<file path="config.mk">
export PLATFORM = sky130hd
export DESIGN_NAME = rob_top
export DESIGN_NICKNAME = d
export VERILOG_FILES = /design/src/rename_pkg.sv /design/src/rob_pkg.sv /design/src/rob_dispatch.sv /design/src/rob_entries.sv /design/src/rob_retire.sv /design/src/rob_top.sv
export VERILOG_INCLUDE_DIRS = /design/src
export SDC_FILE = /design/constraint.sdc
export NUM_CORES = 1
export LEC_CHECK = 0
export BUFFER_PORTS_ARGS = -buffer_cell sky130_fd_sc_hd__buf_2
export CAP_MARGIN = 20
export CORE_ASPECT_RATIO = 0.7
export CORE_UTILIZATION = 57
export CTS_CLUSTER_DIAMETER = 80
export CTS_CLUSTER_SIZE = 28
export DETAILED_ROUTE_END_ITERATION = 6
export PLACE_DENSITY_LB_ADDON = 0.05
export SLEW_MARGIN = 30
export SYNTH_ARGS = -nofsm -noshare
export SYNTH_HDL_FRONTEND = slang
export SYNTH_SLANG_ARGS = --single-unit
</file>
<file path="constraint.sdc">
create_clock -name clock -period 5.3 [get_ports clock]
set_input_delay 1.06 -clock clock [delete_from_list [all_inputs] [get_ports clock]]
set_output_delay 1.06 -clock clock [all_outputs]
set_load 0.01 [all_outputs]
</file>
<file path="src/rob_defines.svh">
// rob sizing macros shared by the packages and the RTL blocks
`ifndef ROB_DEFINES_SVH
`define ROB_DEFINES_SVH

////////////////////
// buffer geometry

`define ROB_DEPTH	16	// entries, kept a power of two
`define ROB_IDX_BITS	4	// log2 of the depth

////////////////////
// rename widths

`define PR_BITS	7	// physical register tag
`define AR_BITS	5	// architectural register number

////////////////////
// completion bus

`define CDB_LANES	4	// lanes broadcast per cycle

// tag held by a free entry, all ones so no live tag can hit it
`define EMPTY_TAG	{`PR_BITS{1'b1}}

`endif

</file>
<file path="src/rename_pkg.sv">
// rename types for architectural registers and physical tags
`default_nettype none

`include "rob_defines.svh"

package rename_pkg;

	// destination register as seen by the program
	typedef logic [`AR_BITS-1:0] arch_reg_t;

	// slot in the physical register file
	typedef logic [`PR_BITS-1:0] phys_reg_t;

	// one tag per completion lane, lane 0 in the low bits
	typedef phys_reg_t [`CDB_LANES-1:0] cdb_tag_vec_t;

endpackage

`default_nettype wire

</file>
<file path="src/rob_pkg.sv">
// reorder buffer bookkeeping types for indices, counts and lane masks
`default_nettype none

`include "rob_defines.svh"

package rob_pkg;

	// position of an entry in the ring
	typedef logic [`ROB_IDX_BITS-1:0] rob_idx_t;

	// 0, 1 or 2 entries
	// shared by dispatch count, retire count and capacity
	typedef logic [1:0] slot_count_t;

	// live entries, needs one bit more than the index to hold a full ring
	typedef logic [`ROB_IDX_BITS:0] occupancy_t;

	// one bit per completion lane
	typedef logic [`CDB_LANES-1:0] cdb_lane_mask_t;

endpackage

`default_nettype wire

</file>
<file path="src/rob_dispatch.sv">
// rob dispatch side: tail pointer, occupancy count and capacity level
`timescale 1ns/1ps
`default_nettype none

`include "rob_defines.svh"

module rob_dispatch
(
	input wire clock,
	input wire reset,
	input wire rob_pkg::slot_count_t dispatch_num,	// entries written this cycle
	input wire rob_pkg::slot_count_t retire_num,	// entries leaving this cycle
	output rob_pkg::rob_idx_t tail,
	output rob_pkg::slot_count_t cap
);

	rob_pkg::occupancy_t occupancy;	// live entries
	rob_pkg::occupancy_t occupancy_next;
	rob_pkg::rob_idx_t tail_next;

	////////////////////
	// next state

	always_comb
	begin
		occupancy_next = occupancy
			+ rob_pkg::occupancy_t'(dispatch_num)
			- rob_pkg::occupancy_t'(retire_num);
		tail_next = tail + rob_pkg::rob_idx_t'(dispatch_num);	// wraps at depth
	end

	////////////////////
	// registers

	always_ff @(posedge clock)
	begin
		if (reset)
		begin
			tail <= '0;
			occupancy <= '0;	// ring starts empty
		end
		else
		begin
			tail <= tail_next;
			occupancy <= occupancy_next;
		end
	end

	////////////////////
	// capacity for next dispatch

	// dispatch may send at most what is free, capped at two
	always_comb
	begin
		if (occupancy == rob_pkg::occupancy_t'(`ROB_DEPTH))
		begin
			cap = 2'd0;	// full
		end
		else if (occupancy == rob_pkg::occupancy_t'(`ROB_DEPTH - 1))
		begin
			cap = 2'd1;	// one slot left
		end
		else
		begin
			cap = 2'd2;
		end
	end

endmodule

`default_nettype wire

</file>
<file path="src/rob_entries.sv">
// rob entry storage with dispatch writes, completion tag match and retire clear
`timescale 1ns/1ps
`default_nettype none

`include "rob_defines.svh"

module rob_entries
(
	input wire clock,
	input wire reset,
	// dispatch
	input wire rob_pkg::rob_idx_t tail,
	input wire rob_pkg::slot_count_t dispatch_num,
	input wire rename_pkg::phys_reg_t new_tag_0,
	input wire rename_pkg::phys_reg_t new_tag_1,
	input wire rename_pkg::phys_reg_t old_tag_0,
	input wire rename_pkg::phys_reg_t old_tag_1,
	input wire rename_pkg::arch_reg_t dest_ar_0,
	input wire rename_pkg::arch_reg_t dest_ar_1,
	input wire inst_valid_0,
	input wire inst_valid_1,
	input wire inst_halt_0,
	input wire inst_halt_1,
	// completion bus
	input wire rob_pkg::cdb_lane_mask_t cdb_valid,
	input wire rename_pkg::cdb_tag_vec_t cdb_tags,
	input wire rob_pkg::cdb_lane_mask_t cdb_exception,
	// retire
	input wire rob_pkg::rob_idx_t head,
	input wire rob_pkg::slot_count_t retire_num,
	output logic head_ready,
	output logic next_ready,
	output logic head_exception,
	output logic next_exception,
	output logic head_halt,
	output logic next_halt,
	output rename_pkg::phys_reg_t retire_tag_a,
	output rename_pkg::phys_reg_t retire_tag_b,
	output rename_pkg::phys_reg_t retire_old_tag_a,
	output rename_pkg::phys_reg_t retire_old_tag_b,
	output rename_pkg::arch_reg_t retire_ar_a,
	output rename_pkg::arch_reg_t retire_ar_b
);

	// per entry status bits
	logic [`ROB_DEPTH-1:0] valid;
	logic [`ROB_DEPTH-1:0] ready;
	logic [`ROB_DEPTH-1:0] exception;
	logic [`ROB_DEPTH-1:0] halt;

	// per entry fields
	rename_pkg::phys_reg_t tag [`ROB_DEPTH];	// new physical tag
	rename_pkg::phys_reg_t old_tag [`ROB_DEPTH];	// tag freed at retire
	rename_pkg::arch_reg_t ar [`ROB_DEPTH];

	rob_pkg::rob_idx_t head_plus_one;
	rob_pkg::rob_idx_t tail_plus_one;

	logic [`ROB_DEPTH-1:0] cdb_hit;	// entry matched by some lane
	logic [`ROB_DEPTH-1:0] cdb_hit_exception;

	assign head_plus_one = head + rob_pkg::rob_idx_t'(1);	// wraps at depth
	assign tail_plus_one = tail + rob_pkg::rob_idx_t'(1);

	////////////////////
	// completion tag search

	// lanes never carry the same tag, so at most one lane hits an entry
	always_comb
	begin
		cdb_hit = '0;
		cdb_hit_exception = '0;
		for (int e = 0; e < `ROB_DEPTH; e++)
		begin
			for (int l = 0; l < `CDB_LANES; l++)
			begin
				if (cdb_valid[l] && valid[e] && (tag[e] == cdb_tags[l]))
				begin
					cdb_hit[e] = 1'b1;
					cdb_hit_exception[e] = cdb_hit_exception[e] | cdb_exception[l];
				end
			end
		end
	end

	////////////////////
	// status and tag update

	// retiring entries are ready and dispatch targets free ones,
	// so the three updates below never touch the same entry
	always_ff @(posedge clock)
	begin
		if (reset)
		begin
			valid <= '0;
			ready <= '0;
			exception <= '0;
			halt <= '0;
			for (int e = 0; e < `ROB_DEPTH; e++)
			begin
				tag[e] <= `EMPTY_TAG;
			end
		end
		else
		begin
			// retire frees the head entries
			if (retire_num != 2'd0)
			begin
				valid[head] <= 1'b0;
				ready[head] <= 1'b0;
				tag[head] <= `EMPTY_TAG;
			end
			if (retire_num == 2'd2)
			begin
				valid[head_plus_one] <= 1'b0;
				ready[head_plus_one] <= 1'b0;
				tag[head_plus_one] <= `EMPTY_TAG;
			end
			for (int e = 0; e < `ROB_DEPTH; e++)
			begin
				if (cdb_hit[e])
				begin
					ready[e] <= 1'b1;
					exception[e] <= cdb_hit_exception[e];
				end
			end
			// bubbles and halts need no completion
			if (dispatch_num != 2'd0)
			begin
				valid[tail] <= 1'b1;
				ready[tail] <= ~inst_valid_0 | inst_halt_0;
				exception[tail] <= 1'b0;
				halt[tail] <= inst_halt_0;
				tag[tail] <= new_tag_0;
			end
			if (dispatch_num == 2'd2)
			begin
				valid[tail_plus_one] <= 1'b1;
				ready[tail_plus_one] <= ~inst_valid_1 | inst_halt_1;
				exception[tail_plus_one] <= 1'b0;
				halt[tail_plus_one] <= inst_halt_1;
				tag[tail_plus_one] <= new_tag_1;
			end
		end
	end

	// old tag and register written at dispatch
	always_ff @(posedge clock)
	begin
		if (dispatch_num != 2'd0)
		begin
			old_tag[tail] <= old_tag_0;
			ar[tail] <= dest_ar_0;
		end
		if (dispatch_num == 2'd2)
		begin
			old_tag[tail_plus_one] <= old_tag_1;
			ar[tail_plus_one] <= dest_ar_1;
		end
	end

	////////////////////
	// head window for retire

	assign head_ready = ready[head];
	assign next_ready = ready[head_plus_one];
	assign head_exception = exception[head];
	assign next_exception = exception[head_plus_one];
	assign head_halt = halt[head];
	assign next_halt = halt[head_plus_one];

	assign retire_tag_a = tag[head];
	assign retire_tag_b = tag[head_plus_one];
	assign retire_old_tag_a = old_tag[head];	// to free list
	assign retire_old_tag_b = old_tag[head_plus_one];
	assign retire_ar_a = ar[head];	// to map table
	assign retire_ar_b = ar[head_plus_one];

endmodule

`default_nettype wire

</file>
<file path="src/rob_retire.sv">
// rob retire control: head pointer, retire count and exception and halt pulses
`timescale 1ns/1ps
`default_nettype none

`include "rob_defines.svh"

module rob_retire
(
	input wire clock,
	input wire reset,
	input wire head_ready,
	input wire next_ready,	// entry at head plus one
	input wire head_exception,
	input wire next_exception,
	input wire head_halt,
	input wire next_halt,
	output rob_pkg::rob_idx_t head,
	output rob_pkg::slot_count_t retire_num,
	output logic recover_exception,
	output logic retire_halt
);

	logic retire_a;	// head leaves this cycle
	logic retire_b;	// head plus one leaves too

	////////////////////
	// retire decision

	// an excepting head retires alone so recovery starts right after it
	always_comb
	begin
		if (head_ready && next_ready && !head_exception)
		begin
			retire_num = 2'd2;
		end
		else if (head_ready)
		begin
			retire_num = 2'd1;
		end
		else
		begin
			retire_num = 2'd0;
		end
	end

	assign retire_a = (retire_num != 2'd0);
	assign retire_b = (retire_num == 2'd2);

	////////////////////
	// pulses

	assign recover_exception = (retire_a & head_exception) | (retire_b & next_exception);
	assign retire_halt = (retire_a & head_halt) | (retire_b & next_halt);

	// head moves by the retire count, wraps at depth
	always_ff @(posedge clock)
	begin
		if (reset)
		begin
			head <= '0;
		end
		else
		begin
			head <= head + rob_pkg::rob_idx_t'(retire_num);
		end
	end

endmodule

`default_nettype wire

</file>
<file path="src/rob_top.sv">
// two-wide reorder buffer top, joins the dispatch, entry and retire blocks
`timescale 1ns/1ps
`default_nettype none

`include "rob_defines.svh"

module rob_top
(
	input wire clock,
	input wire reset,
	// dispatch stage
	input wire rob_pkg::slot_count_t dispatch_num,	// never above cap
	input wire rename_pkg::phys_reg_t new_tag_0,
	input wire rename_pkg::phys_reg_t new_tag_1,
	input wire rename_pkg::phys_reg_t old_tag_0,
	input wire rename_pkg::phys_reg_t old_tag_1,
	input wire rename_pkg::arch_reg_t dest_ar_0,
	input wire rename_pkg::arch_reg_t dest_ar_1,
	input wire inst_valid_0,
	input wire inst_valid_1,
	input wire inst_halt_0,
	input wire inst_halt_1,
	// completion bus
	input wire rob_pkg::cdb_lane_mask_t cdb_valid,
	input wire rename_pkg::cdb_tag_vec_t cdb_tags,
	input wire rob_pkg::cdb_lane_mask_t cdb_exception,
	// to dispatch stage
	output wire rob_pkg::slot_count_t cap,
	// to map table and free list
	output wire rob_pkg::slot_count_t retire_num,
	output wire rename_pkg::phys_reg_t retire_tag_a,
	output wire rename_pkg::phys_reg_t retire_tag_b,
	output wire rename_pkg::phys_reg_t retire_old_tag_a,
	output wire rename_pkg::phys_reg_t retire_old_tag_b,
	output wire rename_pkg::arch_reg_t retire_ar_a,
	output wire rename_pkg::arch_reg_t retire_ar_b,
	output wire recover_exception,
	output wire retire_halt
);

	wire rob_pkg::rob_idx_t tail;
	wire rob_pkg::rob_idx_t head;

	// head window status
	wire head_ready;
	wire next_ready;
	wire head_exception;
	wire next_exception;
	wire head_halt;
	wire next_halt;

	rob_dispatch i_dispatch
	(
		.clock(clock),
		.reset(reset),
		.dispatch_num(dispatch_num),
		.retire_num(retire_num),
		.tail(tail),
		.cap(cap)
	);

	rob_entries i_entries
	(
		.clock(clock),
		.reset(reset),
		.tail(tail),
		.dispatch_num(dispatch_num),
		.new_tag_0(new_tag_0),
		.new_tag_1(new_tag_1),
		.old_tag_0(old_tag_0),
		.old_tag_1(old_tag_1),
		.dest_ar_0(dest_ar_0),
		.dest_ar_1(dest_ar_1),
		.inst_valid_0(inst_valid_0),
		.inst_valid_1(inst_valid_1),
		.inst_halt_0(inst_halt_0),
		.inst_halt_1(inst_halt_1),
		.cdb_valid(cdb_valid),
		.cdb_tags(cdb_tags),
		.cdb_exception(cdb_exception),
		.head(head),
		.retire_num(retire_num),
		.head_ready(head_ready),
		.next_ready(next_ready),
		.head_exception(head_exception),
		.next_exception(next_exception),
		.head_halt(head_halt),
		.next_halt(next_halt),
		.retire_tag_a(retire_tag_a),
		.retire_tag_b(retire_tag_b),
		.retire_old_tag_a(retire_old_tag_a),
		.retire_old_tag_b(retire_old_tag_b),
		.retire_ar_a(retire_ar_a),
		.retire_ar_b(retire_ar_b)
	);

	rob_retire i_retire
	(
		.clock(clock),
		.reset(reset),
		.head_ready(head_ready),
		.next_ready(next_ready),
		.head_exception(head_exception),
		.next_exception(next_exception),
		.head_halt(head_halt),
		.next_halt(next_halt),
		.head(head),
		.retire_num(retire_num),
		.recover_exception(recover_exception),
		.retire_halt(retire_halt)
	);

endmodule

`default_nettype wire

</file>
==> flow_summary.ini, run 1 <==
[synthesis]
synth_area_leaders = edfxtp_1 31%, mux4_2 16%, xnor2_1 9.5%
synth_top_cell_area_share = 0.313
synth.cell_area_mm2 = 0.0291
yosys.area.top_type = edfxtp_1
yosysWarnings = 0
syn_inst = 2556
synth_cell_types = 74
ys_seq_elements = 381
synth_edf_count = 304
synth_flop_cell = edfxtp_1
synthArstFlopShare = 0
ys_seq_area_frac = 0.366
synth_fp_nets = 2660
avgSynthCellArea_um2 = 11.4

[status]
status = finished, final reports clean

[worst_hold_path]
min_path_type = reg -> reg
holdPathStages = 2

[detailed_routing]
first_pass_iters = 6
drtAntennaViolNets = 0
routed_via_density = 7.72
drtIter0Drc = 4084
drc = 0
wl_per_cell_um = 37.1
vias = 23800
totalWireLength_um = 114000

[sta]
grt_setup_unrepaired = false
finalMaxSlewViolations = 0
hold_violations = 0
whs_ns = 0.514
tns_ns = 0
period_needed_ns = 5.15
clock_skew_ns = 0.0402
tightest_slew_ns = 1.07
max_slew_margin = 0.284
setup_violations = 0
fmax_mhz = 194
period_share = 0.972

[clock_tree]
clock_path_buffers = 3
cts_buffers = 20
insertion_delay_ns = 0.59
cts_resized = 0
cts_sinks = 381
htree_levels = 1
postCtsSetupBuffers = 0
cts_tree = yes
root_buffer = clkbuf_16
ctsHoldBuffers = 0
cts.clk_slew.worst_paths_ns = 0.12

[global_routing]
track_usage = 0.436
first_global_vias = 22300
gr-total-overflow = 0
antenna_found_initial = 4
grt_pass1_wl_um = 161000
grt_max_degree = 74

[power]
p_leak_nw = 9.06
p_int_w = 0.00554
p_switching_w = 0.00296
pwr-share-comb = 0.353
power_frac_clock = 0.232
seqPwrFrac = 0.415
vdd_drop_max_uv = 337
netSwitchingFraction = 0.349
power_density_mw_per_mm2 = 281

[placement]
io_buffers = 125
post-place-cells = 3046
dp_hpwl_um = 76400
place_congestion = 1.01

[floorplan]
initial_utilization = 0.584
core_area_mm2 = 0.0499
pin_count = 126
die_height_um = 191
fp.dieArea_mm2 = 0.0520
dieWidth_um = 272
rows = 68

[final_layout]
stdcell_count = 3087
synthToLayoutAreaGrowth_pct = 3.83
drive_gt1_frac = 0.248
num-nets-final = 2507

[setup_path]
startpoint_type = flop
cp.arrival_ns = 4.09
cp_max_fo = 24
critPathMaxStageDelay_ns = 0.58
critPathRequiredTime_ns = 4.24
cp_cell_sequence = inv_2 > ha_4 > mux4_2 > and2_1 > or3b_1 > and3_4 > nor2_1 > buf_2
reg2reg_depth = 15
worst_setup_path_end_kind = output pin
ff2ff_setup_slack_ns = 0.32
crit_type = reg -> out
cp_slowest_cell = ha_4

[flow_run]
maxCapViolCount = 0
logic make-up after synthesis:
| kind of cell | count (synthesis) | synth area share |
|---|---|---|
| mux | 397 | 0.235 |
| compound gates | 300 | 0.0840 |
| flops | 381 | 0.366 |
| xor+xnor | 457 | 0.137 |
| buf+inv | 408 | 0.0608 |
| simple gates | 591 | 0.105 |
| fa+ha+maj | 22 | 0.0105 |
power groups by stage:
stage               Clock [W]  Combinational, W  Sequential (W)
finish                0.00197           0.00300         0.00353
detailed placement          0           0.00292         0.00359
global route          0.00205           0.00314         0.00354
global placement            0           0.00287         0.00358
floorplan                   0           0.00221         0.00349
CTS                   0.00197           0.00293         0.00352
cell usage after synthesis, types with 37 or more instances:
cell type / count
edfxtp_1: 304
dfxtp_1: 77
a21oi_1: 47
xor2_1: 142
buf_2: 69
nand4_1: 68
buf_1: 55
o32a_1: 56
nor2_1: 80
nand2_1: 200
nor4_1: 37
nand3_1: 65
mux2_2: 142
xnor2_1: 315
inv_1: 50
mux4_2: 212
o22a_1: 56
clkbuf_1: 196
metal layers:
metal  GRT usage  wire, um
met5           0        16
met3       0.184     20500
met4       0.156      4800
met2       0.589     45300
met1       0.621     43800
sequential cells by signal, indices dropped and copies added (netlist names):
name                  flops
i_dispatch.occupancy      5
i_dispatch.tail           4
i_entries.ar             80
i_entries.exception      16
i_entries.halt           16
i_entries.old_tag       112
i_entries.ready          16
i_entries.tag           112
i_entries.valid          16
i_retire.head             4
through the flow:
| step | utilization | total power [W] | worst slack [ns] | area, um^2 |
|---|---|---|---|---|
| finish | 0.606 | 0.00850 | 0.150 | 30200 |
| global route | 0.606 | 0.00872 | 0.0154 | 30200 |
| CTS | 0.606 | 0.00841 | 0.240 | 30200 |
| detailed placement | 0.592 | 0.00650 | 0.460 | 29500 |
| global placement | 0.592 | 0.00645 | 0.464 | 29500 |
| floorplan | - | 0.00571 | 0.181 | 29100 |
critical path: cells and delay by family, from the launching register on:
family,cells,cell delay [ns]
adders and majority gates,1,0.58
DFF,1,0.51
muxes,1,0.55
buffers and inverters,2,0.41
and+or+nand+nor,4,1.42
placed cells by master, fill, tap and decap left out, drive strengths merged, types with 20 or more instances in the layout:
cell type and instances:
xnor2 315, edfxtp 304, mux4 213, nand2 200, buf 178, mux2 160
xor2 142, nor2 81, dfxtp 77, nand4 69, nand3 66, o32a 56
o22a 56, inv 55, a21oi 47, nor4 37, or4 27, mux2i 24
clkbuf 24, or3 20, a211oi 20
worst paths after layout:
kind,from,end
max reg2reg,i_retire.head[0],i_dispatch.occupancy[4]
min,i_entries.ready[2],i_entries.ready[2]
max,i_retire.head[0],retire_num[0]
min reg2reg,i_entries.ready[2],i_entries.ready[2]
final cells by class:
class / instances / area (um^2)
antenna: 5 / 12.5
sequential: 381 / 10700
inverter: 55 / 206
clock buffer: 24 / 515
multi-input combinational: 1767 / 16800
timing repair buffer: 178 / 1040
clock inverter: 12 / 180
fill: 4014 / 19600
tap: 665 / 832
Power figures use the tool's default switching activity.
==> run 2, diff against run 1 <==
CORE_UTILIZATION = 45   (was 57)
PLACE_DENSITY = 0.67   (was unset)
PLACE_DENSITY_LB_ADDON = unset   (was 0.05)
==> run 2 against run 1 <==
Net effect: the flow now finishes with violations (design-rule violations); sequential power barely moved; cell area up 0.56%; die area rose by 26%; maximum frequency grew 3.3%; global-route usage decreased by 9.2 points; register-to-register slack improved by 0.37 ns; via count is 0.99% lower; first-iteration DRC count decreased by 6.7%.
==> flow_summary.ini, run 2 (synthesized netlist as in run 1, its figures left out) <==
[clock_tree]
postCtsSetupBuffers = 0
cts_sinks = 381
cts_buffers = 21
insertion_delay_ns = 0.59
cts.clk_slew.worst_paths_ns = 0.10
cts_tree = yes
ctsHoldBuffers = 0
htree_levels = 1
clock_path_buffers = 3
root_buffer = clkbuf_16

[setup_path]
cp_slowest_cell = buf_4
critPathBufInv = 3
r2r_start = i_retire.head[0]
worst_setup_path_end_kind = output pin
critPathRequiredTime_ns = 4.24
cp.arrival_ns = 3.93
cp_max_fo = 59
startpoint_type = flop
reg2reg_depth = 15
ff2ff_setup_slack_ns = 0.69
crit_type = reg -> out
cp_cell_sequence = buf_4 > buf_6 > mux4_2 > nor2b_1 > a211oi_1 > a21oi_1 > a22o_1 > buf_2
r2r_end = i_dispatch.occupancy[4]
cp_top_family = buffers and inverters
critPathMaxStageDelay_ns = 0.68

[sta]
fmax_mhz = 201
tns_ns = 0
period_needed_ns = 4.99
max_slew_margin = 0.312
setup_violations = 0
hold_violations = 0
period_share = 0.941
clock_skew_ns = 0.0341
grt_setup_unrepaired = false
finalMaxSlewViolations = 0
tightest_slew_ns = 1.03

[detailed_routing]
totalWireLength_um = 116000
first_pass_iters = 7
wl_per_cell_um = 35.6
routed_via_density = 7.27
drc = 3
vias = 23600
drtAntennaViolNets = 0
drtIter0Drc = 3812

[placement]
dp_hpwl_um = 79600
io_buffers = 125
post-place-cells = 3204
place_congestion = 1.03

[power]
finalPower_w = 0.00850
p_leak_nw = 9.04
power_density_mw_per_mm2 = 280
vdd_drop_max_uv = 200

[floorplan]
initial_utilization = 0.458
dieWidth_um = 306
rows = 77
pin_count = 126
core_area_mm2 = 0.0636
die_height_um = 215
fp.dieArea_mm2 = 0.0658

[global_routing]
grt_max_degree = 63
track_usage = 0.344
gr-total-overflow = 0
grt_pass1_wl_um = 164000
first_global_vias = 22600
antenna_found_initial = 7

[final_layout]
final_common_cell = xnor2_1
num-nets-final = 2502
top_regs = i_entries.old_tag x112, i_entries.tag x112, i_entries.ar x80
synthToLayoutAreaGrowth_pct = 4.41
drive_gt1_frac = 0.248
mostFrequentLayoutCells = 314 x xnor2_1, 304 x edfxtp_1, 212 x mux4_2
stdcell_count = 3246
finish.utilization = 0.478

[status]
status = finished with violations
violations = design-rule violations

[worst_hold_path]
min_path_type = reg -> reg
min_to = i_entries.ready[3]
hold_path_startpoint = i_entries.ready[3]
holdPathStages = 2

[flow_run]
maxCapViolCount = 0
==> run 2: changes by cell type in the layout (fill, tap and decap cells not counted), sizes merged <==
cell,previous run,this run
bufinv,2,0
inv,55,60
buf,178,172
clkinv,10,9
clkbuf,24,23
==> run 2: worst max-delay path by stage <==
stage	slack [ns]	endpoint	start	cells past startpoint
2_1_floorplan	0.18	i_dispatch.occupancy[4]	i_retire.head[1]	21
3_3_place_gp	0.72	i_dispatch.occupancy[4]	i_retire.head[0]	15
3_5_place_dp	0.72	retire_halt	i_retire.head[0]	8
4_1_cts	0.13	retire_halt	i_retire.head[0]	8
5_1_grt	0.1	retire_halt	i_retire.head[0]	8
6_report	0.31	retire_halt	i_retire.head[0]	8
==> run 2: repair_timing <==
action | in CTS | in global routing
endpoints found under the hold margin | 0 | 0
setup endpoints to repair | 0 | 1
gates resized for setup | 0 | 1
==> run 2: final cells by class <==
| cell class | count | area (um^2) |
|---|---|---|
| Clock buffer | 23 | 533 |
| Tap cell | 829 | 1040 |
| Timing Repair Buffer | 172 | 988 |
| Clock inverter | 14 | 168 |
| Sequential cell | 381 | 10700 |
| Fill cell | 5593 | 33200 |
| Antenna cell | 5 | 12.5 |
| Inverter | 55 | 206 |
| Multi-Input combinational cell | 1767 | 16800 |
==> run 2: per-layer routing <==
metal	up-vias	part of all wire	global-route usage
met4	6	0.043	0.125
li1	9257	-	-
met2	2170	0.40	0.468
met5	-	0.00099	0.0131
met1	11800	0.38	0.480
met3	402	0.18	0.151
==> run 2: through the flow <==
stage / cell area (um^2) / hold WS [ns] / worst slack [ns]
floorplan: 29100 / 0.459 / 0.181
global route: 30400 / 0.518 / 0.0970
finish: 30400 / 0.517 / 0.315
detailed placement: 29700 / 0.490 / 0.721
global placement: 29700 / 0.495 / 0.718
CTS: 30400 / 0.509 / 0.134
==> run 2: where the power goes <==
part	leakage, nW	switching (W)	internal [W]
combinational	5.55	0.00171	0.00132
clock	0.342	0.00114	0.000794
sequential	3.16	0.000155	0.00338
total	9.04	0.00301	0.00549
==> run 2: tightest hold or removal path: stages (launching register included) <==
cell and delay (ns):
dfxtp_1 0.34, nand3_1 0.07, o22ai_1 0.07
